## src/design/hudPkg.sv

```systemverilog
package hudPkg;

    // Screen coordinates of the pixel being drawn
    typedef struct packed {
        logic [8:0] x;
        logic [8:0] y;
    } pixelPos_t;

    // Player health as the renderer sees it
    typedef struct packed {
        logic [9:0] health;
        logic       godMode;
    } healthInfo_t;

    // Read request into the heart sprite memory
    typedef struct packed {
        logic       hit;
        logic [8:0] addr;
    } spriteTap_t;

    typedef logic [4:0] palIdx_t;

    typedef logic [11:0] rgb_t;

    // Palette slots used by the heart sprites
    localparam palIdx_t palClear   = 5'd0;
    localparam palIdx_t palOutline = 5'd1;
    localparam palIdx_t palFull    = 5'd2;
    localparam palIdx_t palEmpty   = 5'd3;

endpackage

```

## src/design/healthState.sv

```systemverilog
`timescale 1ns/1ps

module healthState #(
    parameter int heartsPerRow = 10,
    parameter int hpPerHeart   = 10
) (
    input  logic               Clk,
    input  logic               rstN,
    input  logic [7:0]         damage,
    input  logic [7:0]         heal,
    input  logic               godToggle,
    output hudPkg::healthInfo_t info,
    output logic               dead
);

    localparam int maxNormal = heartsPerRow * hpPerHeart;
    localparam int maxGod    = 3 * maxNormal;

    localparam logic signed [11:0] limitNormal = 12'(maxNormal);
    localparam logic signed [11:0] limitGod    = 12'(maxGod);

    hudPkg::healthInfo_t state;

    logic                godNext;
    logic signed [11:0]  limit;
    logic signed [11:0]  sum;
    logic [9:0]          healthNext;

    // The ceiling belongs to the mode we end up in, so leaving god mode clamps
    assign godNext = state.godMode ^ godToggle;
    assign limit   = godNext ? limitGod : limitNormal;

    // Zero strobes leave sum equal to the stored health
    assign sum = $signed({2'b00, state.health})
               + $signed({4'b0000, heal})
               - $signed({4'b0000, damage});

    always_comb begin
        if (sum < 0) begin
            healthNext = '0;
        end else if (sum > limit) begin
            healthNext = limit[9:0];
        end else begin
            healthNext = sum[9:0];
        end
    end

    always_ff @(posedge Clk) begin
        if (!rstN) begin
            state.health  <= limitNormal[9:0];
            state.godMode <= 1'b0;
        end else begin
            state.health  <= healthNext;
            state.godMode <= godNext;
        end
    end

    assign info = state;
    assign dead = (state.health == '0);

endmodule

```

## src/design/healthBar.sv

```systemverilog
`timescale 1ns/1ps

module healthBar #(
    parameter int heartSize    = 13,
    parameter int heartsPerRow = 10,
    parameter int hpPerHeart   = 10,
    parameter int barX         = 5,
    parameter int barY         = 16
) (
    input  logic                Clk,
    input  logic                rstN,
    input  hudPkg::pixelPos_t   pixel,
    input  hudPkg::healthInfo_t info,
    output hudPkg::spriteTap_t  tap
);

    localparam logic [8:0] sizeW    = 9'(heartSize);
    localparam logic [8:0] spriteSq = 9'(heartSize * heartSize);
    localparam logic [9:0] perRowW  = 10'(heartsPerRow);
    localparam logic [9:0] hpW      = 10'(hpPerHeart);
    localparam logic [8:0] originX  = 9'(barX);
    localparam logic [8:0] originY  = 9'(barY);

    // Bar extents cover one row of hearts or three in god mode
    localparam logic [9:0] xEnd     = 10'(barX + heartsPerRow * heartSize);
    localparam logic [9:0] yEndOne  = 10'(barY + heartSize);
    localparam logic [9:0] yEndGod  = 10'(barY + 3 * heartSize);

    logic [9:0] yEnd;
    logic       inBar;
    logic [8:0] dx;
    logic [8:0] dy;
    logic [8:0] col;
    logic [8:0] row;
    logic [8:0] localX;
    logic [8:0] localY;
    logic [9:0] heartIdx;
    logic [9:0] fullCount;
    logic       isFull;
    logic [8:0] addr;

    assign yEnd = info.godMode ? yEndGod : yEndOne;

    assign inBar = (pixel.x >= originX) && ({1'b0, pixel.x} < xEnd)
                && (pixel.y >= originY) && ({1'b0, pixel.y} < yEnd);

    assign dx = pixel.x - originX;
    assign dy = pixel.y - originY;

    // Which heart we are in, and where inside its sprite
    assign col    = dx / sizeW;
    assign row    = dy / sizeW;
    assign localX = dx % sizeW;
    assign localY = dy % sizeW;

    assign heartIdx  = 10'(row) * perRowW + 10'(col);
    assign fullCount = info.health / hpW;
    assign isFull    = heartIdx < fullCount;

    always_comb begin
        addr = '0;
        if (inBar) begin
            addr = localY * sizeW + localX;
            // Empty heart image sits right after the full one
            if (!isFull) begin
                addr = addr + spriteSq;
            end
        end
    end

    always_ff @(posedge Clk) begin
        if (!rstN) begin
            tap <= '0;
        end else begin
            tap.hit  <= inBar;
            tap.addr <= addr;
        end
    end

endmodule

```

## src/design/heartRom.sv

```systemverilog
`timescale 1ns/1ps

module heartRom #(
    parameter int heartSize = 13
) (
    input  logic               Clk,
    input  logic               rstN,
    input  hudPkg::spriteTap_t tap,
    output logic               hit,
    output hudPkg::palIdx_t    idx
);

    localparam logic [8:0] sizeW    = 9'(heartSize);
    localparam logic [8:0] lastPix  = 9'(heartSize - 1);
    localparam logic [8:0] spriteSq = 9'(heartSize * heartSize);

    logic            emptyImg;
    logic [8:0]      rel;
    logic [8:0]      localX;
    logic [8:0]      localY;
    logic            edgeX;
    logic            edgeY;
    hudPkg::palIdx_t pixIdx;

    // Two images sit back to back with the full one first
    assign emptyImg = tap.addr >= spriteSq;
    assign rel      = emptyImg ? tap.addr - spriteSq : tap.addr;
    assign localY   = rel / sizeW;
    assign localX   = rel % sizeW;

    assign edgeX = (localX == '0) || (localX == lastPix);
    assign edgeY = (localY == '0) || (localY == lastPix);

    always_comb begin
        if (edgeX && edgeY) begin
            pixIdx = hudPkg::palClear;
        end else if (edgeX || edgeY) begin
            pixIdx = hudPkg::palOutline;
        end else if (emptyImg) begin
            pixIdx = hudPkg::palEmpty;
        end else begin
            pixIdx = hudPkg::palFull;
        end
    end

    always_ff @(posedge Clk) begin
        if (!rstN) begin
            hit <= 1'b0;
            idx <= hudPkg::palClear;
        end else begin
            hit <= tap.hit;
            idx <= pixIdx;
        end
    end

endmodule

```

## src/design/paletteLut.sv

```systemverilog
`timescale 1ns/1ps

module paletteLut (
    input  logic            Clk,
    input  logic            rstN,
    input  logic            hit,
    input  hudPkg::palIdx_t idx,
    output logic            hudOn,
    output hudPkg::rgb_t    rgb
);

    hudPkg::rgb_t colourTable [32];
    logic         visible;

    // Unused slots are magenta so a stray index shows up on screen
    always_comb begin
        for (int i = 0; i < 32; i++) begin
            colourTable[i] = 12'hF0F;
        end
        colourTable[hudPkg::palClear]   = 12'h000;
        colourTable[hudPkg::palOutline] = 12'h000;
        colourTable[hudPkg::palFull]    = 12'hF00;
        colourTable[hudPkg::palEmpty]   = 12'h555;
    end

    assign visible = hit && (idx != hudPkg::palClear);

    always_ff @(posedge Clk) begin
        if (!rstN) begin
            hudOn <= 1'b0;
            rgb   <= '0;
        end else begin
            hudOn <= visible;
            rgb   <= visible ? colourTable[idx] : '0;
        end
    end

endmodule

```

## src/design/hudTop.sv

```systemverilog
`timescale 1ns/1ps

module hudTop #(
    parameter int heartSize    = 13,
    parameter int heartsPerRow = 10,
    parameter int hpPerHeart   = 10,
    parameter int barX         = 5,
    parameter int barY         = 16
) (
    input  logic              Clk,
    input  logic              rstN,
    input  hudPkg::pixelPos_t pixel,
    input  logic [7:0]        damage,
    input  logic [7:0]        heal,
    input  logic              godToggle,
    output logic              hudOn,
    output hudPkg::rgb_t      rgb,
    output logic              dead
);

    hudPkg::healthInfo_t info;
    hudPkg::spriteTap_t  tap;
    logic                romHit;
    hudPkg::palIdx_t     romIdx;

    healthState #(
        .heartsPerRow (heartsPerRow),
        .hpPerHeart   (hpPerHeart)
    ) u_healthState (
        .Clk       (Clk),
        .rstN      (rstN),
        .damage    (damage),
        .heal      (heal),
        .godToggle (godToggle),
        .info      (info),
        .dead      (dead)
    );

    // The pixel path runs through hit test, sprite lookup and colour in three stages
    healthBar #(
        .heartSize    (heartSize),
        .heartsPerRow (heartsPerRow),
        .hpPerHeart   (hpPerHeart),
        .barX         (barX),
        .barY         (barY)
    ) u_healthBar (
        .Clk   (Clk),
        .rstN  (rstN),
        .pixel (pixel),
        .info  (info),
        .tap   (tap)
    );

    heartRom #(
        .heartSize (heartSize)
    ) u_heartRom (
        .Clk  (Clk),
        .rstN (rstN),
        .tap  (tap),
        .hit  (romHit),
        .idx  (romIdx)
    );

    paletteLut u_paletteLut (
        .Clk   (Clk),
        .rstN  (rstN),
        .hit   (romHit),
        .idx   (romIdx),
        .hudOn (hudOn),
        .rgb   (rgb)
    );

endmodule

```

## config.mk

```make
export PLATFORM = sky130hd
export DESIGN_NAME = hudTop
export DESIGN_NICKNAME = d
export VERILOG_FILES = /design/src/design/hudPkg.sv /design/src/design/healthState.sv /design/src/design/healthBar.sv /design/src/design/heartRom.sv /design/src/design/paletteLut.sv /design/src/design/hudTop.sv
export SDC_FILE = /design/constraint.sdc
export NUM_CORES = 1
export LEC_CHECK = 0
export BUFFER_PORTS_ARGS = -buffer_cell sky130_fd_sc_hd__buf_2
export CORE_ASPECT_RATIO = 0.9
export CORE_MARGIN = 2
export CORE_UTILIZATION = 40
export CTS_CLUSTER_SIZE = 16
export DETAILED_ROUTE_END_ITERATION = 16
export PLACE_DENSITY = 0.56
export SLEW_MARGIN = 20
export SYNTH_ARGS = -nofsm -noshare
export SYNTH_HDL_FRONTEND = slang
export SYNTH_SLANG_ARGS = --single-unit
```

## constraint.sdc

```tcl
create_clock -name Clk -period 9.22 [get_ports Clk]
set_clock_uncertainty 0.05 [all_clocks]
set_input_delay 1.844 -clock Clk [delete_from_list [all_inputs] [get_ports Clk]]
set_output_delay 1.844 -clock Clk [all_outputs]
set_load 0.005 [all_outputs]
```

-- Yosys cells after proc, flatten, opt, wreduce, memory -nomap -nowiden
Memory sizes are Yosys's and may differ from the RTL's. A register that Yosys moved wholly into a read port is not among the register bits.
Cells that the tools add are included.
- input bits: 37
- output and inout port bits: 14
- word-level logic and storage cells: 66
- register bits: 28
- memories: 1
- bits in read-only memories: 384
- bitwise logic cells: 3
- reduce and logical (&&, ||, !) cells: 18
- equal/unequal tests: 2
- div/mod/pow operators: 7
- multiply operators: 2
- $lt $le $gt $ge: 8
- add/sub/neg operators: 8
- multiplexer cells: 8
- memories (memory ; depth ; bits a word ; rd ports ; clocked after memory_dff ; wr ports ; RTL line ; text):
    (no name shown) ; 32 ; 12 ; 1 ; 1 ; 0 ; paletteLut.sv:34 ; rgb <= visible ? colourTable[idx] : '0;
- operators with widths (kind ; number):
    9-bit by 4-bit divider with 9-bit output, second input constant ; 3
    9-bit by 4-bit remainder unit with 9-bit output, second input constant ; 3
    9-bit two-way mux ; 3
    9-bit by 4-bit equality test with 1-bit output, second input constant ; 2
    9-bit zero test ; 2
    12-bit by 10-bit > comparator with 1-bit output ; 1
    12-bit by 1-bit < comparator with 1-bit output, second input constant ; 1
    11-bit by 8-bit subtractor with 12-bit output ; 1
    10-bit by 8-bit adder with 11-bit output ; 1
    10-bit by 9-bit adder with 10-bit output ; 1
    10-bit by 4-bit divider with 10-bit output, second input constant ; 1
    10-bit zero test ; 1
    10-bit < comparator ; 1
    9-bit by 10-bit < comparator with 1-bit output ; 1
    10-bit two-way mux ; 1
    9-bit by 8-bit adder with 9-bit output, second input constant ; 1
    9-bit adder ; 1
    9-bit by 3-bit >= comparator with 1-bit output, second input constant ; 1
    9-bit by 5-bit >= comparator with 1-bit output, second input constant ; 1
    9-bit by 8-bit >= comparator with 1-bit output, second input constant ; 1
    9-bit by 8-bit < comparator with 1-bit output, second input constant ; 1
    9-bit by 3-bit multiplier with 9-bit output, second input constant ; 1
    9-bit by 4-bit multiplier with 9-bit output, second input constant ; 1
    9-bit by 3-bit subtractor with 9-bit output, second input constant ; 1
    15 further kinds ; 24

-- Depth between registers and ports, before layout
Gate-level depths: netlist of run 1.
- depth in word-level cells: 7
- gate-level depth with buffers: 39

-- Hierarchy
Synthesis of run 1 repeated with hierarchy kept, for this count alone.
- cell total of the unflattened synthesis: 1223
- area total of the unflattened synthesis: 9197.6 um^2
- modules (own cells, without submodules) (module ; instances ; seq. area each (um^2) ; cells each ; area an instance (um^2)):
    healthBar ; 1 ; 200.2 ; 748 ; 5338.9
    heartRom ; 1 ; 60.1 ; 277 ; 2164.6
    healthState ; 1 ; 220.2 ; 171 ; 1451.4
    paletteLut ; 1 ; 120.1 ; 27 ; 242.7

-- Worst setup path after synthesis of run 1
OpenSTA, ideal clock, no wires.
- path type: input-to-reg
- start: input pixel[4] (netlist bit)
- end: register u_healthBar.tap[8] (netlist name)
- slack: -531 ps
- library setup time: 72 ps
- data arrival time: 9629 ps
- required time: 9098 ps
- path buffers: 2
- stages on the path: 35
- cells stage by stage: clkbuf_1 inv_1 ha_1 nor3b_2 xor2_1 nand3_1 a41oi_2 nor2b_1 a21o_1 a22o_1 a222oi_1 clkbuf_1 mux2i_1 mux2i_1 o21ai_2 mux2i_1 mux2i_2 a31oi_1 a2111oi_0 a21oi_1 o21a_1 ha_1 inv_1 fa_1 fa_1 inv_1 ha_1 a21oi_1 o21bai_1 a21oi_1 xnor2_1 xnor2_1 xnor2_1 xnor2_1 mux2i_1
- cells in the longest elaborated chain, start to end: 6
- ends and longest elaborated chain (item ; RTL line ; text):
    start: declaration ; hudTop.sv:12 ; input hudPkg::pixelPos_t pixel,
    9-bit by 5-bit subtractor with 9-bit output ; healthBar.sv:48 ; assign dy = pixel.y - originY;
    9-bit by 4-bit remainder unit with 9-bit output or 9-bit by 4-bit divider with 9-bit output (tied branches) ; healthBar.sv:54, healthBar.sv:52 ;
    9-bit by 4-bit multiplier with 9-bit output or 9-bit by 3-bit multiplier with 9-bit output (tied branches) ; healthBar.sv:63, healthBar.sv:56 ;
    9-bit adder or 10-bit by 9-bit adder with 10-bit output (tied branches) ; healthBar.sv:63, healthBar.sv:56 ;
    9-bit by 8-bit adder with 9-bit output or 10-bit < comparator (tied branches) ; healthBar.sv:66, healthBar.sv:58 ;
    9-bit two-way mux ; healthBar.sv:65 ; if (!isFull) begin
Parallel ways exist; a longest one is shown, timed or not.
A chain may end at the register's enable or synchronous reset.

-- Worst setup path after layout of run 1
- start: input pixel[5] (netlist bit)
- end: register u_healthBar.tap[8] (netlist name)
- cells in the longest elaborated chain, start to end: 6
- ends and longest elaborated chain (item ; RTL line):
    9-bit by 5-bit subtractor with 9-bit output ; healthBar.sv:48
    9-bit by 4-bit remainder unit with 9-bit output or 9-bit by 4-bit divider with 9-bit output (tied branches) ; healthBar.sv:54, healthBar.sv:52
    9-bit by 4-bit multiplier with 9-bit output or 9-bit by 3-bit multiplier with 9-bit output (tied branches) ; healthBar.sv:63, healthBar.sv:56
    9-bit adder or 10-bit by 9-bit adder with 10-bit output (tied branches) ; healthBar.sv:63, healthBar.sv:56
    9-bit by 8-bit adder with 9-bit output or 10-bit < comparator (tied branches) ; healthBar.sv:66, healthBar.sv:58
    9-bit two-way mux ; healthBar.sv:65
Parallel ways exist; a longest one is shown, timed or not.

==> results of run 1 <==
==> metal layers <==
metal	up-vias	global-route usage
met5	-	0
li1	3922	-
met2	129	0.2934
met1	3495	0.2754
met3	18	0.01644
met4	0	0.01661
==> stage by stage <==
step / worst slack (ns) / hold slack [ns]
CTS: 0.2912 / 0.3995
detailed placement: 0.02677 / 0.3807
global route: -0.02867 / 0.4226
finish: 0.4837 / 0.3932
floorplan: 0.07549 / 0.3564
global placement: 0.1883 / 0.3778
==> sequential cells by signal, summed over array words and instances, names as in the netlist <==
signal              flops
u_healthState.info     11
u_healthBar.tap        10
u_paletteLut.rgb        3
u_heartRom.idx          2
u_heartRom.hit          1
u_paletteLut.hudOn      1
==> final timing paths <==
check | start | end | slack [ns] | cells past startpoint
max | pixel[5] | u_healthBar.tap[8] | 0.48 | 35
min | u_heartRom.idx[0] | u_paletteLut.rgb[9] | 0.39 | 1
max reg2reg | u_healthBar.tap[1] | u_heartRom.idx[0] | 1.66 | 29
min reg2reg | u_heartRom.idx[0] | u_paletteLut.rgb[9] | 0.39 | 1
==> what timing repair did <==
item | 4_1_cts | 5_1_grt
setup endpoints to repair | 0 | 9
setup buffers | 0 | 10
gates resized for setup | 0 | 15
==> logic make-up (layout without fill, tap and decap cells) <==
| logic type | Yosys count | in the layout | share of synthesized area |
|---|---|---|---|
| other cells | 2 | 7 | 0.0009653 |
| buf+inv | 145 | 198 | 0.07703 |
| simple gates | 326 | 326 | 0.2161 |
| mux | 30 | 30 | 0.04117 |
| compound gates | 330 | 330 | 0.3094 |
| flops | 28 | 28 | 0.07205 |
| fa+ha+maj | 105 | 105 | 0.1859 |
| xor+xnor | 83 | 83 | 0.09730 |
==> layout make-up <==
type                            count  area [um^2]
Inverter                           95        356.6
Timing Repair Buffer               99        638.1
Clock buffer                        3        75.07
Sequential cell                    28        560.5
Clock inverter                      1        30.03
Fill cell                        1942        10340
Multi-Input combinational cell    881         6788
Tap cell                          250        312.8
==> placed cells by master, fill, tap and decap left out, drive strengths merged, types with 11 or more instances in the layout <==
cell type / n
nand2b: 14
fa: 20
nand2: 67
a21oi: 77
o31ai: 12
inv: 94
o21ai: 66
buf: 97
nand3: 22
xor2: 22
a31oi: 16
a211oi: 18
xnor2: 61
a21o: 17
dfxtp: 28
nor2: 88
o21bai: 11
nor2b: 19
ha: 78
nor3: 33
and2: 16
or2: 12
mux2i: 20
==> results.sh, run 1 <==
export IMPL_status="complete, no violations"
export IMPL_drt_iter0_drc=443
export IMPL_clkSinkCount=28
export IMPL_worstSetupEndpointType="register"
export IMPL_setup_viol=0
export IMPL_cts_tree="done"
export IMPL_synth_warnings=0
export IMPL_synth_area_um2=7780
export IMPL_drc_errors=0
export IMPL_rows=48
export IMPL_crit_required_ns=9.36
export IMPL_synth_edf_count=0
export IMPL_cts_path_max_buffers=2
export IMPL_timing_max_cap_violations=0
export IMPL_grt_total_usage=0.1831
export IMPL_grt_max_degree=22
export IMPL_grt_pass1_wl_um=32260
export IMPL_cp_common_cell="xnor2_1"
export IMPL_finish_utilization=0.4587
export IMPL_die_h_um=136.3
export IMPL_maxSlewHeadroom=0.2583
export IMPL_fin_tns_setup_ns=0
export IMPL_fmax_mhz=114.5
export IMPL_hpwl_um=15130
export IMPL_path_delay_family="compound AO/OA/AOI/OAI gates"
export IMPL_async_reset_ff_frac=0
export IMPL_drive_above_1_share=0.1590
export IMPL_dieWidth_um=151.0
export IMPL_dp_cells=1342
export IMPL_initial_core_util=0.4074
export IMPL_hold_path_class="reg -> reg"
export IMPL_synth_most_common_cell="inv_1"
export IMPL_ios=51
export IMPL_top_layer="met4"
export IMPL_postCtsHoldBufs=0
export IMPL_fp_coreArea_um2=19100
export IMPL_htreeDepth=1
export IMPL_routed_wl_um=18420
export IMPL_dr_pass1_iters=5
export IMPL_grt_pass1_vias=6812
export IMPL_clkSlewWorstSetupHoldPaths_ns=0.07
export IMPL_finalInstanceArea_um2=8761
export IMPL_hold_viol=0
export IMPL_critPathSlowestCell="fa_1"
export IMPL_finalMaxSlewViolations=0
export IMPL_port_buffers=46
export IMPL_nets=1243
export IMPL_cts_made_buffers=3
export IMPL_vias=7564
export IMPL_drt_met1_wl_um=9588
export IMPL_cpPeakStageDelay_ns=0.55
export IMPL_path_buf_inv=5
export IMPL_dpl_instance_area_um2=8496
export IMPL_worstSetupPathType="in -> reg"
export IMPL_netlist_top_cells_area="ha_1 13%, dfxtp_1 7.2%, xnor2_1 6.6%"
export IMPL_post_route_period_util=0.9475
export IMPL_met3WireLength_um=588
export IMPL_dieArea_um2=20580
export IMPL_crit_fanout=7
export IMPL_grt_overflow=0
export IMPL_seq_area_frac_synth=0.07205
export IMPL_yosysTopAreaCell="ha_1"
export IMPL_layout_cells_non_filler=1357
export IMPL_viasPerCell=5.574
export IMPL_ys_ff_latch=28
export IMPL_synthTopCellsByCount="94 x inv_1, 87 x nor2_1, 78 x ha_1, 76 x a21oi_1, 67 x nand2_1"
export IMPL_wl_met2_um=8097
export IMPL_root_buffer="clkbuf_16"
export IMPL_wire_per_inst_um=13.58
export IMPL_ys_flop_type="dfxtp_1"
export IMPL_synthCells=1049
export IMPL_start_kind="primary input"
export IMPL_insertion_delay_ns=0.27
export IMPL_n_antenna_cell=0
export IMPL_antenna_found_initial=0
export IMPL_layout_min_cycle_time_ns=8.736
export IMPL_arrival_ns=8.88
export IMPL_worst_slew_pin_slew_ns=1.109
export IMPL_synth_cell_types=107
export IMPL_synth_top_cell_area_share=0.1254
export IMPL_ant_nets=0
export IMPL_gp_congestion=0.8773
export IMPL_avgSynthCellArea_um2=7.417
export IMPL_syn_to_final_growth_pct=12.61
Power of run 1 is left out: the tool's default activity adds up to more than one toggle a clock period on the data nets, which glitch-free logic cannot reach.
==> run 2, diff against run 1 <==
--- a/config.mk
+++ b/config.mk
@@ -11,8 +11,9 @@
 export CORE_UTILIZATION = 40
 export CTS_CLUSTER_SIZE = 16
 export DETAILED_ROUTE_END_ITERATION = 16
-export PLACE_DENSITY = 0.56
+export PLACE_DENSITY = 0.55
 export SLEW_MARGIN = 20
 export SYNTH_ARGS = -nofsm -noshare
 export SYNTH_HDL_FRONTEND = slang
+export SYNTH_HIERARCHICAL = 1
 export SYNTH_SLANG_ARGS = --single-unit
==> results.sh, run 2 <==
export IMPL_synthCells=1223
export IMPL_gp_congestion=0.8984
export IMPL_worstSetupEndpointType="register"
export IMPL_port_buffers=48
export IMPL_vias=9147
export IMPL_die_h_um=147.9
export IMPL_synth_top_cell_area_share=0.1020
export IMPL_cts_tree="done"
export IMPL_synthTopCellsByCount="98 x inv_1, 95 x nand2_1, 88 x nor2_1, 75 x ha_1, 66 x a21oi_1"
export IMPL_ios=51
export IMPL_ir_worst_vdd_v=0.0005087
export IMPL_yosysTopAreaCell="ha_1"
export IMPL_synth_edf_count=0
export IMPL_reg2reg_from="u_healthBar/tap[0]"
export IMPL_timing_max_cap_violations=0
export IMPL_ys_ff_latch=30
export IMPL_initial_core_util=0.4086
export IMPL_power_density_nw_per_um2=444.4
export IMPL_root_buffer="clkbuf_16"
export IMPL_finish_utilization=0.4556
export IMPL_status="complete, no violations"
export IMPL_antenna_found_initial=0
export IMPL_drive_above_1_share=0.1973
export IMPL_endpoint="u_healthBar/tap[8]"
export IMPL_post_route_period_util=0.9609
export IMPL_htreeDepth=2
export IMPL_netlist_top_cells_area="ha_1 10%, dfxtp_1 6.5%, xnor2_1 5.2%"
export IMPL_largest_reg_flops=11
export IMPL_hold_viol=0
export IMPL_avgSynthCellArea_um2=7.520
export IMPL_maxSlewHeadroom=0.2684
export IMPL_seq_area_frac_synth=0.06530
export IMPL_worst_slew_pin_slew_ns=1.083
export IMPL_cts_made_buffers=5
export IMPL_ys_flop_type="dfxtp_1"
export IMPL_synth_area_um2=9198
export IMPL_worstSetupPathType="in -> reg"
export IMPL_wire_per_inst_um=15.37
export IMPL_synth_cell_types=133
export IMPL_startpoint="pixel[4]"
export IMPL_critPathSlowestCell="fa_1"
export IMPL_syn_to_final_growth_pct=11.52
export IMPL_layout_common_cells="97 x inv_1, 95 x nand2_1, 87 x nor2_1, 73 x ha_1, 64 x a21oi_1"
export IMPL_routed_wl_um=24280
export IMPL_r2r_end="u_heartRom/idx[0]"
export IMPL_setup_viol=0
export IMPL_n_antenna_cell=0
export IMPL_grt_pass1_vias=8218
export IMPL_crit_fanout=9
export IMPL_reg2reg_slack_ns=2.13
export IMPL_dieWidth_um=163.8
export IMPL_clkSlewWorstSetupHoldPaths_ns=0.05
export IMPL_hpwl_um=19460
export IMPL_synth_most_common_cell="inv_1"
export IMPL_rows=52
export IMPL_drt_iter0_drc=737
export IMPL_ant_nets=0
export IMPL_p_leak_uw=0.004216
export IMPL_r2r_cells=27
export IMPL_drc_errors=0
export IMPL_insertion_delay_ns=0.27
export IMPL_cp_common_cell="xnor2_1"
export IMPL_finalMaxSlewViolations=0
export IMPL_place_ws_ns=0.03437
export IMPL_nets=1414
export IMPL_arrival_ns=8.96
export IMPL_dr_pass1_iters=5
export IMPL_grt_pass1_wl_um=40790
export IMPL_hold_path_class="reg -> reg"
export IMPL_fmax_mhz=112.9
export IMPL_synth_warnings=6
export IMPL_grt_max_degree=19
export IMPL_fin_ws_ns=0.3603
export IMPL_clkSinkCount=30
export IMPL_grt_total_usage=0.1975
export IMPL_fp_coreArea_um2=22510
export IMPL_async_reset_ff_frac=0
export IMPL_dieArea_um2=24220
export IMPL_cpPeakStageDelay_ns=0.55
export IMPL_grt_overflow=0
export IMPL_mostFrequentLayoutCell="inv_1"
export IMPL_viasPerCell=5.793
export IMPL_layout_min_cycle_time_ns=8.860
export IMPL_crit_required_ns=9.32
export IMPL_start_kind="primary input"
export IMPL_cts_path_max_buffers=2
[run 2: cell count changes after synthesis, moves of 8 or more]
cell      previous run  this run
nand2_1             67        95
a311oi_1             0         8
o211ai_1            10        19
nand3_1             22        38
o21a_1               9        24
a21oi_1             76        66
[run 2: worst min path at each step]
stage                       startpoint        endpoint  slack (ns)  cells after the start
global route        u_healthBar/tap[9]  u_heartRom/hit        0.41                      1
detailed placement  u_healthBar/tap[9]  u_heartRom/hit        0.37                      1
CTS                 u_healthBar/tap[9]  u_heartRom/hit        0.41                      1
finish              u_healthBar/tap[9]  u_heartRom/hit        0.40                      1
global placement    u_healthBar/tap[9]  u_heartRom/hit        0.37                      1
floorplan           u_healthBar/tap[9]  u_heartRom/hit        0.36                      1
[run 2: worst max-delay path, delay by kind of cell]
kind	cells	cell delay [ns]
AO/OA/AOI/OAI	11	2.01
adder cells (fa/ha/maj)	5	1.87
AND/OR/NAND/NOR	5	1.70
XOR/XNOR	4	0.61
buffers and inverters	5	0.57
multiplexers	1	0.35
[run 2: timing repair]
item                       4_1_cts  5_1_grt
setup buffers                    0        7
resized for setup                0       25
hold buffers                     0        0
setup endpoints to repair        0        3
[run 2: final cells by class]
| class | instances | area (um^2) |
|---|---|---|
| fillers | 2307 | 12250 |
| multi-input cells | 1031 | 8004 |
| repair buffers | 112 | 728.2 |
| flip-flops and latches | 30 | 600.6 |
| inverters | 102 | 384.1 |
| well taps | 297 | 371.6 |
| clock buffers | 6 | 138.9 |
| clock inverters | 1 | 30.03 |
[run 2: per-layer routing]
metal	track usage	vias up	wire, um
met1	0.3071	4259	12520
li1	-	4662	-
met2	0.3059	218	10770
met3	0.01543	8	912
met5	0	-	0
met4	0.01711	0	72
[run 2: logic make-up (layout without fill, tap and decap cells)]
family                   count (synthesis)  count (layout)  share of synthesized area
AO/OA/AOI/OAI                          402             402                     0.3455
adder cells (fa/ha/maj)                100             100                     0.1513
other                                    5               8                   0.002041
flip-flops                              30              30                    0.06530
multiplexers                            23              23                    0.02748
buffers and inverters                  165             221                    0.08053
XOR/XNOR                                74              74                    0.07291
AND/OR/NAND/NOR                        424             424                     0.2549
[run 2: power breakdown]
part / leakage (uW) / internal, uW / total [uW] / switching, uW
sequential: 0.000244 / 148 / 198 / 49.0
clock: 0.0000829 / 133 / 184 / 51.2
combinational: 0.00389 / 1920 / 4180 / 2250
[run 2: through the flow]
step / hold WS, ns / TNS, ns / instance area [um^2] / power [uW] / std cells
after detailed placement: 0.3728 / 0 / 9892 / 4181 / 1564
after floorplan: 0.3618 / 0 / 9216 / 3449 / 1226
after global placement: 0.3657 / 0 / 9892 / 4160 / 1564
after global routing: 0.4114 / -0.09558 / 10260 / 5125 / 1579
after CTS: 0.4058 / 0 / 10060 / 4392 / 1571
final: 0.4037 / 0 / 10260 / 4559 / 1579
Note: power is estimated with default switching activity, not from simulation.
==> run 3, diff against run 2 <==
--- a/config.mk
+++ b/config.mk
@@ -6,12 +6,14 @@
 export NUM_CORES = 1
 export LEC_CHECK = 0
 export BUFFER_PORTS_ARGS = -buffer_cell sky130_fd_sc_hd__buf_2
-export CORE_ASPECT_RATIO = 0.9
+export CELL_PAD_IN_SITES_DETAIL_PLACEMENT = 1
+export CELL_PAD_IN_SITES_GLOBAL_PLACEMENT = 1
+export CORE_ASPECT_RATIO = 0.6
 export CORE_MARGIN = 2
 export CORE_UTILIZATION = 40
 export CTS_CLUSTER_SIZE = 16
 export DETAILED_ROUTE_END_ITERATION = 16
-export PLACE_DENSITY = 0.55
+export PLACE_DENSITY = 0.71
 export SLEW_MARGIN = 20
 export SYNTH_ARGS = -nofsm -noshare
 export SYNTH_HDL_FRONTEND = slang
==> results.sh, run 3 (same netlist as run 2, synthesis figures left out) <==
export IMPL_grt_pass1_wl_um=49050
export IMPL_layout_common_cells="98 x inv_1, 90 x nand2_1, 86 x nor2_1, 73 x ha_1, 67 x buf_4"
export IMPL_fmax_mhz=111.3
export IMPL_root_buffer="clkbuf_16"
export IMPL_viasPerCell=6.003
export IMPL_ant_nets=0
export IMPL_hold_path_class="reg -> reg"
export IMPL_cts_tree="done"
export IMPL_grt_max_degree=19
export IMPL_port_buffers=48
export IMPL_critPathSlowestCell="fa_1"
export IMPL_worst_slew_pin_slew_ns=1.167
export IMPL_routed_wl_um=29790
export IMPL_dr_pass1_iters=6
export IMPL_fin_tns_setup_ns=0
export IMPL_dieWidth_um=199.8
export IMPL_layout_min_cycle_time_ns=8.987
export IMPL_syn_to_final_growth_pct=13.83
export IMPL_start_kind="primary input"
export IMPL_p_leak_uw=0.004279
export IMPL_cts_made_buffers=5
export IMPL_p_total_uw=4787
export IMPL_dieArea_um2=24260
export IMPL_crit_required_ns=9.33
export IMPL_drt_iter0_drc=694
export IMPL_worstSetupEndpointType="register"
export IMPL_maxSlewHeadroom=0.2121
export IMPL_gp_congestion=0.9089
export IMPL_initial_core_util=0.4128
export IMPL_ios=51
export IMPL_antenna_found_initial=0
export IMPL_insertion_delay_ns=0.27
export IMPL_htreeDepth=2
export IMPL_n_antenna_cell=0
export IMPL_nets=1420
export IMPL_post_route_period_util=0.9748
export IMPL_largest_reg_flops=11
export IMPL_grt_overflow=0
export IMPL_drc_errors=0
export IMPL_postCtsHoldBufs=0
export IMPL_wire_per_inst_um=18.66
export IMPL_fill_cells=2840
export IMPL_fp_coreArea_um2=22280
export IMPL_cts_path_max_buffers=2
export IMPL_ir_worst_vdd_v=0.0006019
export IMPL_crit_fanout=18
export IMPL_clkSlewWorstSetupHoldPaths_ns=0.05
export IMPL_mostFrequentLayoutCell="inv_1"
export IMPL_hold_viol=0
export IMPL_timing_max_cap_violations=0
export IMPL_drive_above_1_share=0.2127
export IMPL_status="complete, no violations"
export IMPL_vias=9580
export IMPL_grt_total_usage=0.2459
export IMPL_rows=42
export IMPL_arrival_ns=9.09
export IMPL_hpwl_um=24390
export IMPL_grt_pass1_vias=9330
export IMPL_finish_utilization=0.4699
export IMPL_die_h_um=121.5
export IMPL_setup_viol=0
export IMPL_power_density_nw_per_um2=457.2
export IMPL_worstSetupPathType="in -> reg"
export IMPL_cpPeakStageDelay_ns=0.55
export IMPL_finalMaxSlewViolations=0
export IMPL_cp_common_cell="xnor2_1"
export IMPL_clkSinkCount=30
[run 3: cell count changes in the layout (fill, tap and decap cells not counted), sizes merged]
cell | previous run | this run
buf | 111 | 118
clkdlybuf4s15 | 1 | 0
[run 3: per-layer routing]
| metal | track usage | routed length (um) |
|---|---|---|
| met1 | 0.4121 | 16670 |
| met2 | 0.3459 | 11920 |
| met3 | 0.01946 | 1169 |
| met4 | 0.007870 | 27 |
| met5 | 0 | 0 |
[run 3: final timing paths]
path,startpoint,end,slack (ns),depth (start not counted)
worst max-delay path,pixel[4],u_healthBar/tap[8],0.23,31
worst min register to register,u_healthBar/tap[9],u_heartRom/hit,0.38,1
worst max register to register,u_healthBar/tap[6],u_heartRom/idx[0],1.69,26
worst min-delay path,u_healthBar/tap[9],u_heartRom/hit,0.38,1
[run 3: where the power goes]
part	switching, uW	internal [uW]
sequential	52.6	148
combinational	2440	1960
clock	53.8	133
[run 3: layout make-up]
cell class	count	area, um^2	share of cell area
Tap cell	308	385.4	0.03681
Sequential cell	30	600.6	0.05736
Clock inverter	1	30.03	0.002868
Inverter	102	384.1	0.03669
Multi-Input combinational cell	1031	8145	0.7780
Clock buffer	6	138.9	0.01326
Timing Repair Buffer	118	785.8	0.07505
[run 3: per-stage QoR]
stage / instance area, um^2 / cells / hold slack (ns) / setup WS, ns
floorplan: 9216 / 1226 / 0.3618 / 0.005857
global placement: 9978 / 1583 / 0.3697 / 0.1029
detailed placement: 9978 / 1583 / 0.3721 / -0.1527
CTS: 10150 / 1590 / 0.3858 / 0.1354
global route: 10470 / 1596 / 0.4274 / -0.1603
finish: 10470 / 1596 / 0.3818 / 0.2326
[run 3: worst max-delay path, delay by kind of cell]
kind	cells	cell delay (ns)
AO/OA/AOI/OAI	13	2.93
adder cells (fa/ha/maj)	4	1.55
AND/OR/NAND/NOR	4	1.12
buffers and inverters	5	0.65
XOR/XNOR	4	0.62
multiplexers	1	0.35
[run 3: what timing repair did]
| item | 4_1_cts | 5_1_grt |
|---|---|---|
| endpoints found under the setup margin | 0 | 9 |
| buffers inserted | 0 | 6 |
| resized for setup | 0 | 50 |
